==> src/logic/sw_pkg.sv <==
package sw_pkg;

    // ----------------------------------------
    // sequence sizes
    // ----------------------------------------
    localparam int REF_LEN   = 64;
    localparam int QUERY_LEN = 16;

    // plain vector types
    typedef logic [1:0]                   base_t;
    typedef logic signed [7:0]            score_t;
    typedef logic [6:0]                   ref_pos_t;
    typedef logic [5:0]                   query_pos_t;
    typedef logic [$clog2(REF_LEN)-1:0]   ref_addr_t;
    typedef logic [$clog2(QUERY_LEN)-1:0] pe_idx_t;

    // ----------------------------------------
    // scoring constants
    // ----------------------------------------
    localparam score_t MATCH_SCORE    = 8'sd2;
    localparam score_t MISMATCH_SCORE = -8'sd1;
    localparam score_t GAP_OPEN       = 8'sd2;
    localparam score_t GAP_EXTEND     = 8'sd1;
    // boundary value of the gap scores, stands for minus infinity
    localparam score_t NEG_INF        = -8'sd8;

    typedef struct packed {
        score_t     score;
        ref_pos_t   ref_pos;
        query_pos_t query_pos;
    } best_t;

    // one reference row travelling from element to element
    typedef struct packed {
        logic     valid;
        logic     first;
        base_t    base;
        ref_pos_t ref_pos;
        score_t   high;
        score_t   del;
    } pe_link_t;

    typedef enum logic [2:0] {IDLE, LOAD, STREAM, DRAIN, REDUCE} ctrl_state_t;

    function automatic score_t max_score(input score_t a, input score_t b);
        return (a > b) ? a : b;
    endfunction

endpackage

==> src/logic/seq_buffer.sv <==
`timescale 1ns/1ps

module seq_buffer (
    input  logic                                clk,
    input  logic                                reset,
    input  logic                                load_en_i,
    input  logic                                valid_i,
    input  sw_pkg::ref_addr_t                   wr_addr_i,
    input  sw_pkg::base_t                       data_ref_i,
    input  sw_pkg::base_t                       data_query_i,
    input  sw_pkg::ref_addr_t                   rd_addr_i,
    output sw_pkg::base_t                       ref_base_o,
    output sw_pkg::base_t [sw_pkg::QUERY_LEN-1:0] query_o
);
    import sw_pkg::*;

    base_t                 ref_mem [REF_LEN];
    base_t [QUERY_LEN-1:0] query_q;
    logic                  wr_en;

    assign wr_en = load_en_i && valid_i;

    // ----------------------------------------
    // reference memory
    // ----------------------------------------
    always_ff @(posedge clk) begin
        if (wr_en) begin
            ref_mem[wr_addr_i] <= data_ref_i;
        end
    end

    // streamed out one row per cycle
    assign ref_base_o = ref_mem[rd_addr_i];

    // ----------------------------------------
    // query register
    // ----------------------------------------
    always_ff @(posedge clk or posedge reset) begin
        if (reset) begin
            query_q <= '0;
        end else if (wr_en && (wr_addr_i < QUERY_LEN)) begin
            // only the first QUERY_LEN bases belong to the query
            query_q[pe_idx_t'(wr_addr_i)] <= data_query_i;
        end
    end

    assign query_o = query_q;

endmodule

==> src/logic/fill_ctrl.sv <==
`timescale 1ns/1ps

module fill_ctrl (
    input  logic              clk,
    input  logic              reset,
    input  logic              valid_i,
    input  sw_pkg::base_t     ref_base_i,
    output logic              load_en_o,
    output sw_pkg::ref_addr_t wr_addr_o,
    output sw_pkg::ref_addr_t rd_addr_o,
    output logic              job_start_o,
    output sw_pkg::pe_link_t  link_o,
    output logic              reduce_en_o,
    output sw_pkg::pe_idx_t   reduce_idx_o,
    output logic              finish_o
);
    import sw_pkg::*;

    ctrl_state_t state_q;
    ctrl_state_t next_state;
    ref_addr_t   cnt_q;
    ref_addr_t   next_cnt;
    logic        finish_q;
    logic        next_finish;

    // ----------------------------------------
    // next state and shared counter
    // ----------------------------------------
    always_comb begin
        next_state  = state_q;
        next_cnt    = cnt_q;
        next_finish = 1'b0;
        case (state_q)
            IDLE: begin
                if (valid_i) begin
                    next_cnt   = cnt_q + 1'b1;
                    next_state = LOAD;
                end
            end
            LOAD: begin
                // gaps in valid_i just pause the count
                if (valid_i) begin
                    next_cnt = (cnt_q == REF_LEN - 1) ? '0 : cnt_q + 1'b1;
                    if (cnt_q == REF_LEN - 1) begin
                        next_state = STREAM;
                    end
                end
            end
            STREAM: begin
                next_cnt = (cnt_q == REF_LEN - 1) ? '0 : cnt_q + 1'b1;
                if (cnt_q == REF_LEN - 1) begin
                    next_state = DRAIN;
                end
            end
            DRAIN, REDUCE: begin
                next_cnt = (cnt_q == QUERY_LEN - 1) ? '0 : cnt_q + 1'b1;
                if (cnt_q == QUERY_LEN - 1) begin
                    next_state  = (state_q == DRAIN) ? REDUCE : IDLE;
                    next_finish = (state_q == REDUCE);
                end
            end
            default: next_state = IDLE;
        endcase
    end

    always_ff @(posedge clk or posedge reset) begin
        if (reset) begin
            state_q  <= IDLE;
            cnt_q    <= '0;
            finish_q <= 1'b0;
        end else begin
            state_q  <= next_state;
            cnt_q    <= next_cnt;
            finish_q <= next_finish;
        end
    end

    // ----------------------------------------
    // outputs
    // ----------------------------------------
    assign load_en_o    = (state_q == IDLE) || (state_q == LOAD);
    assign wr_addr_o    = cnt_q;
    assign rd_addr_o    = cnt_q;
    assign job_start_o  = (state_q == IDLE) && valid_i;
    assign reduce_en_o  = (state_q == REDUCE);
    assign reduce_idx_o = pe_idx_t'(cnt_q);
    assign finish_o     = finish_q;

    // row feed into element 0, column 0 is the boundary
    always_comb begin
        link_o = '0;
        if (state_q == STREAM) begin
            link_o.valid   = 1'b1;
            link_o.first   = (cnt_q == '0);
            link_o.base    = ref_base_i;
            link_o.ref_pos = ref_pos_t'(cnt_q) + 7'd1;
            link_o.high    = '0;
            link_o.del     = NEG_INF;
        end
    end

endmodule

==> src/logic/sw_pe.sv <==
`timescale 1ns/1ps

module sw_pe (
    input  logic               clk,
    input  logic               reset,
    input  logic               clear_i,
    input  sw_pkg::base_t      query_base_i,
    input  sw_pkg::query_pos_t query_pos_i,
    input  sw_pkg::pe_link_t   link_i,
    output sw_pkg::pe_link_t   link_o,
    output sw_pkg::best_t      best_o
);
    import sw_pkg::*;

    // column state left behind by the previous row
    score_t   high_up_q;
    score_t   ins_up_q;
    score_t   high_diag_q;
    pe_link_t link_q;
    best_t    best_q;

    score_t   upper_high;
    score_t   upper_ins;
    score_t   diag_high;
    score_t   sub_score;
    score_t   ins_new;
    score_t   del_new;
    score_t   high_new;

    // ----------------------------------------
    // affine-gap cell recurrence
    // ----------------------------------------
    always_comb begin
        // row 1 sees the row 0 boundary above it
        if (link_i.first) begin
            upper_high = '0;
            upper_ins  = NEG_INF;
            diag_high  = '0;
        end else begin
            upper_high = high_up_q;
            upper_ins  = ins_up_q;
            diag_high  = high_diag_q;
        end
        sub_score = (link_i.base == query_base_i) ? MATCH_SCORE : MISMATCH_SCORE;
        ins_new   = max_score(upper_high - GAP_OPEN, upper_ins - GAP_EXTEND);
        del_new   = max_score(link_i.high - GAP_OPEN, link_i.del - GAP_EXTEND);
        // local alignment, never below zero
        high_new  = max_score(max_score(diag_high + sub_score, ins_new),
                              max_score(del_new, score_t'(0)));
    end

    always_ff @(posedge clk or posedge reset) begin
        if (reset) begin
            high_up_q   <= '0;
            ins_up_q    <= NEG_INF;
            high_diag_q <= '0;
            link_q      <= '0;
            best_q      <= '0;
        end else if (clear_i) begin
            high_up_q   <= '0;
            ins_up_q    <= NEG_INF;
            high_diag_q <= '0;
            link_q      <= '0;
            best_q      <= '0;
        end else if (link_i.valid) begin
            high_up_q      <= high_new;
            ins_up_q       <= ins_new;
            high_diag_q    <= link_i.high;
            link_q.valid   <= 1'b1;
            link_q.first   <= link_i.first;
            link_q.base    <= link_i.base;
            link_q.ref_pos <= link_i.ref_pos;
            link_q.high    <= high_new;
            link_q.del     <= del_new;
            // strictly greater, earliest row keeps a tie
            if (high_new > best_q.score) begin
                best_q.score     <= high_new;
                best_q.ref_pos   <= link_i.ref_pos;
                best_q.query_pos <= query_pos_i;
            end
        end else begin
            link_q.valid <= 1'b0;
        end
    end

    assign link_o = link_q;
    assign best_o = best_q;

endmodule

==> src/logic/pe_array.sv <==
`timescale 1ns/1ps

module pe_array (
    input  logic                                  clk,
    input  logic                                  reset,
    input  logic                                  clear_i,
    input  sw_pkg::base_t [sw_pkg::QUERY_LEN-1:0] query_i,
    input  sw_pkg::pe_link_t                      link_i,
    output sw_pkg::best_t [sw_pkg::QUERY_LEN-1:0] best_o
);
    import sw_pkg::*;

    // links[k] feeds element k, the last one is left open
    pe_link_t links [QUERY_LEN+1];

    assign links[0] = link_i;

    // ----------------------------------------
    // processing element chain
    // ----------------------------------------
    for (genvar k = 0; k < QUERY_LEN; k++) begin : g_pe
        sw_pe u_pe (
            .clk          (clk),
            .reset        (reset),
            .clear_i      (clear_i),
            .query_base_i (query_i[k]),
            .query_pos_i  (query_pos_t'(k + 1)),
            .link_i       (links[k]),
            .link_o       (links[k+1]),
            .best_o       (best_o[k])
        );
    end

endmodule

==> src/logic/max_reduce.sv <==
`timescale 1ns/1ps

module max_reduce (
    input  logic                                  clk,
    input  logic                                  reset,
    input  logic                                  clear_i,
    input  logic                                  reduce_en_i,
    input  sw_pkg::pe_idx_t                       reduce_idx_i,
    input  sw_pkg::best_t [sw_pkg::QUERY_LEN-1:0] pe_best_i,
    output sw_pkg::best_t                         best_o
);
    import sw_pkg::*;

    best_t work_q;
    best_t best_q;
    best_t sel_best;
    best_t pick;

    // ----------------------------------------
    // serial compare
    // ----------------------------------------
    assign sel_best = pe_best_i[reduce_idx_i];
    // lower element index wins a tie
    assign pick = (sel_best.score > work_q.score) ? sel_best : work_q;

    always_ff @(posedge clk or posedge reset) begin
        if (reset) begin
            work_q <= '0;
            best_q <= '0;
        end else if (clear_i) begin
            work_q <= '0;
        end else if (reduce_en_i) begin
            work_q <= pick;
            // last element, result goes out with finish
            if (reduce_idx_i == QUERY_LEN - 1) begin
                best_q <= pick;
            end
        end
    end

    // held until the next job's reduce
    assign best_o = best_q;

endmodule

==> src/logic/sw_top.sv <==
`timescale 1ns/1ps

module sw_top (
    input  logic          clk,
    input  logic          reset,
    input  logic          valid_i,
    input  sw_pkg::base_t data_ref_i,
    input  sw_pkg::base_t data_query_i,
    output logic          finish_o,
    output sw_pkg::best_t best_o
);
    import sw_pkg::*;

    logic                  load_en;
    ref_addr_t             wr_addr;
    ref_addr_t             rd_addr;
    base_t                 ref_base;
    base_t [QUERY_LEN-1:0] query;
    logic                  job_start;
    pe_link_t              link;
    best_t [QUERY_LEN-1:0] pe_best;
    logic                  reduce_en;
    pe_idx_t               reduce_idx;

    seq_buffer u_seq_buffer (
        .clk(clk), .reset(reset), .load_en_i(load_en), .valid_i(valid_i),
        .wr_addr_i(wr_addr), .data_ref_i(data_ref_i), .data_query_i(data_query_i),
        .rd_addr_i(rd_addr), .ref_base_o(ref_base), .query_o(query)
    );

    fill_ctrl u_fill_ctrl (
        .clk(clk), .reset(reset), .valid_i(valid_i), .ref_base_i(ref_base),
        .load_en_o(load_en), .wr_addr_o(wr_addr), .rd_addr_o(rd_addr),
        .job_start_o(job_start), .link_o(link), .reduce_en_o(reduce_en),
        .reduce_idx_o(reduce_idx), .finish_o(finish_o)
    );

    pe_array u_pe_array (
        .clk(clk), .reset(reset), .clear_i(job_start), .query_i(query),
        .link_i(link), .best_o(pe_best)
    );

    max_reduce u_max_reduce (
        .clk(clk), .reset(reset), .clear_i(job_start), .reduce_en_i(reduce_en),
        .reduce_idx_i(reduce_idx), .pe_best_i(pe_best), .best_o(best_o)
    );

endmodule

==> config.mk <==
export PLATFORM = sky130hd
export DESIGN_NAME = sw_top
export DESIGN_NICKNAME = d
export VERILOG_FILES = /design/src/logic/sw_pkg.sv /design/src/logic/seq_buffer.sv /design/src/logic/fill_ctrl.sv /design/src/logic/sw_pe.sv /design/src/logic/pe_array.sv /design/src/logic/max_reduce.sv /design/src/logic/sw_top.sv
export SDC_FILE = /design/constraint.sdc
export NUM_CORES = 2
export LEC_CHECK = 0
export ABC_AREA = 0
export BUFFER_PORTS_ARGS = -buffer_cell sky130_fd_sc_hd__buf_2
export CELL_PAD_IN_SITES_DETAIL_PLACEMENT = 2
export CELL_PAD_IN_SITES_GLOBAL_PLACEMENT = 2
export CORE_UTILIZATION = 28
export CTS_CLUSTER_SIZE = 24
export DETAILED_ROUTE_END_ITERATION = 10
export GPL_TIMING_DRIVEN = 0
export PLACE_DENSITY_LB_ADDON = 0.1
export SYNTH_ARGS = -nofsm -noshare
export SYNTH_HDL_FRONTEND = slang
export SYNTH_SLANG_ARGS = --single-unit
==> constraint.sdc <==
create_clock -name clk -period 38.4 [get_ports clk]
set_clock_uncertainty 0.05 [all_clocks]
set_input_delay 5.76 -clock clk [delete_from_list [all_inputs] [get_ports clk]]
set_output_delay 5.76 -clock clk [all_outputs]
set_load 0.02 [all_outputs]
==> metrics.cfg <==
[outcome]
outcome = complete, but fails checks
violations = max-capacitance violations, max-slew violations

[finish]
finish.utilization_pct = 31.87
synthToLayoutAreaGrowth_pct = 13.20
stdcell_count = 13130
drive_above_1_share_pct = 7.468
nFillCells = 32120
nNetsFinal = 9932

[critical_path]
cp_max_fo = 11
max_stage_delay_ns = 1.02
crit_family = compound AO/OA/AOI/OAI gates
arrival_ns = 14.74
required_ns = 39.08
crit_slowest_cell = nor4b_1
cp_num_buf_inv = 10
timing.critical_path.mode_cell = clkbuf_1
setup.worst_path.start_class = register
cp-end-kind = register
path_class = reg2reg

[clock_network]
clock-sinks = 1123
ctsHoldBuffers = 0
cts_buffer_depth = 4
ctsHtreeMaxLevel = 4
root_buffer = clkbuf_16
cts_setup_buffers = 0
cts_inserted_buffers = 158
clock_latency_ns = 0.85
cts_tree = yes
path_clk_slew_ns = 0.06
cts_resized = 0

[placed_design]
dp.cells = 12830
io_buffers = 28
place.gp.congestion = 0.8887
dp_hpwl_um = 274000

[floorplanning]
dieWidth_um = 540.0
ios = 29
die_y_um = 540.0
start_util_pct = 28.15
rows = 197
fp.dieArea_sq_um = 291600
core_area_sq_um = 287900

[routing]
drt-initial-drc-count = 3373
ant_nets = 0
drt-pass1-iter-count = 8
vias_per_cell = 5.262
route.detailed.drc = 0
wl_per_cell_um = 26.58
wl_um = 348900
vias = 69070

[global_route]
grt_pass1_vias = 75340
grt_first_pass_wirelength_um = 517300
grt.overflow.total = 0
grt_antenna_before_repair = 35
track_usage_pct = 23.65
grt_max_degree = 115

[synth]
synth_area_sq_um = 81050
ys_warn_count = 0
synth_largest_area_cell = dfrtp_1
synth.area.top_cells = dfrtp_1 28%, ha_1 11%, mux2i_1 9.4%
synth-edff-count = 128
ys_async_sr_fraction_pct = 88.60
synthMostInstantiatedCell = nor2_1
synthFlopType = dfrtp_1
synth_commonest_cells = 1,067 x nor2_1, 915 x dfrtp_1, 760 x mux2i_1
avgSynthCellArea_sq_um = 9.016
ys_seq_area_share_pct = 35.59
ys_ff_latch = 1123
synth_top_cell_area_share_pct = 28.25
post_synth_inst_count = 8990
ys_types = 114

[sta]
rsz0062_at_grt = false
worst_slew_pin_slew_ns = 1.511
hold_viol_final = 0
finalCritPeriodShare_pct = 36.60
fmax_ghz = 0.07115
hold_ws_ns = 0.4292
min_period_ns = 14.05
setup_violations = 0
timing.slew.headroom_pct = -0.7133
maxSlewViolCount = 11

[hold_path]
hp-class = reg2reg

[job]
drv_cap = 1

-- metrics by stage --
step | setup slack (ns) | area (sq um) | setup TNS, ns
3_3_place_gp | -10.88 | 85980 | -9606.42
6_report | 24.35 | 91750 | 0
4_1_cts | 24.56 | 91710 | 0
5_1_grt | 23.64 | 91730 | 0
2_1_floorplan | 4.728 | 81110 | 0
3_5_place_dp | 24.70 | 86500 | 0
-- cells by family after synthesis --
family / after synthesis / share of synthesized area, %
AOI/OAI and AO/OA: 1765 / 14.05
xor gates and xnor gates: 417 / 4.563
adders and majority gates: 729 / 11.20
buffers and inverters: 1101 / 5.164
DFF: 1123 / 35.59
muxes: 962 / 12.83
other: 1 / 0.004627
and+or+nand+nor: 2892 / 16.60
-- final cells by class --
cell class | count | area (sq um) | area share [%]
Antenna cell | 12 | 30.03 | 0.03273
Clock buffer | 209 | 4428 | 4.826
Multi-Input combinational cell | 6781 | 48090 | 52.41
Buffer | 415 | 1658 | 1.807
Inverter | 686 | 2582 | 2.815
Timing Repair Buffer | 49 | 608.1 | 0.6628
Tap cell | 3781 | 4731 | 5.156
Sequential cell | 1123 | 28840 | 31.44
Clock inverter | 70 | 780.7 | 0.8510
-- final timing paths --
check | cells past startpoint | slack [ns] | endpoint | from
max in group asynchronous | 5 | 31.18 | u_pe_array.g_pe[3].u_pe.ins_up_q[4] | reset
setup / recovery | 44 | 24.35 | u_pe_array.g_pe[0].u_pe.best_o[14] | u_fill_ctrl.rd_addr_o[1]
hold reg to reg | 1 | 0.43 | u_max_reduce.work_q[2] | u_max_reduce.work_q[2]
min in group asynchronous | 2 | 5.04 | u_pe_array.g_pe[10].u_pe.high_up_q[5] | reset
hold / removal | 1 | 0.43 | u_max_reduce.work_q[2] | u_max_reduce.work_q[2]
setup reg to reg | 44 | 24.35 | u_pe_array.g_pe[0].u_pe.best_o[14] | u_fill_ctrl.rd_addr_o[1]
-- cell usage in the layout, fill, tap and decap left out, drive strengths merged, types with 35 or more instances in the layout --
cell type,n
nor2,1070
dfrtp,915
mux2i,767
ha,711
nand2,709
inv,684
clkbuf,543
o21ai,533
a21oi,435
xnor2,286
nor2b,245
nand3,189
nand2b,153
mux2,153
nor3,145
a22o,143
buf,130
xor2,129
edfxtp,128
o21a,124
a21o,113
and2,85
dfstp,80
nand4,69
o211ai,53
a211oi,48
or3,47
mux4,42
clkinv,42
o31ai,35
-- flip-flops by register name, indices dropped and copies added (netlist names) --
name                              count
u_pe_array.g_pe.u_pe.best_o         256
u_seq_buffer.ref_mem                128
u_pe_array.g_pe.u_pe.ins_up_q       128
u_fill_ctrl.rd_addr_o                 6
u_pe_array.g_pe.u_pe.high_diag_q    120
u_pe_array.g_pe.u_pe.link_o         287
u_max_reduce.work_q                  21
u_fill_ctrl.finish_o                  1
u_fill_ctrl.state_q                   3
u_pe_array.g_pe.u_pe.high_up_q      120
u_max_reduce.best_o                  21
u_seq_buffer.query_o                 32
-- metal layers --
| layer | wire, um | global-route usage, % | vias up | part of all wire, % |
|---|---|---|---|---|
| li1 | - | - | 31900 | - |
| met1 | 166400 | 32.68 | 35920 | 48 |
| met2 | 161000 | 39.03 | 879 | 46 |
| met3 | 10350 | 2.031 | 371 | 3.0 |
| met4 | 11170 | 7.052 | 0 | 3.2 |
| met5 | 0 | 0 | - | 0 |
Power is not shown: default switching activity piles up to over one toggle a cycle in this logic, so the estimate is an artifact.
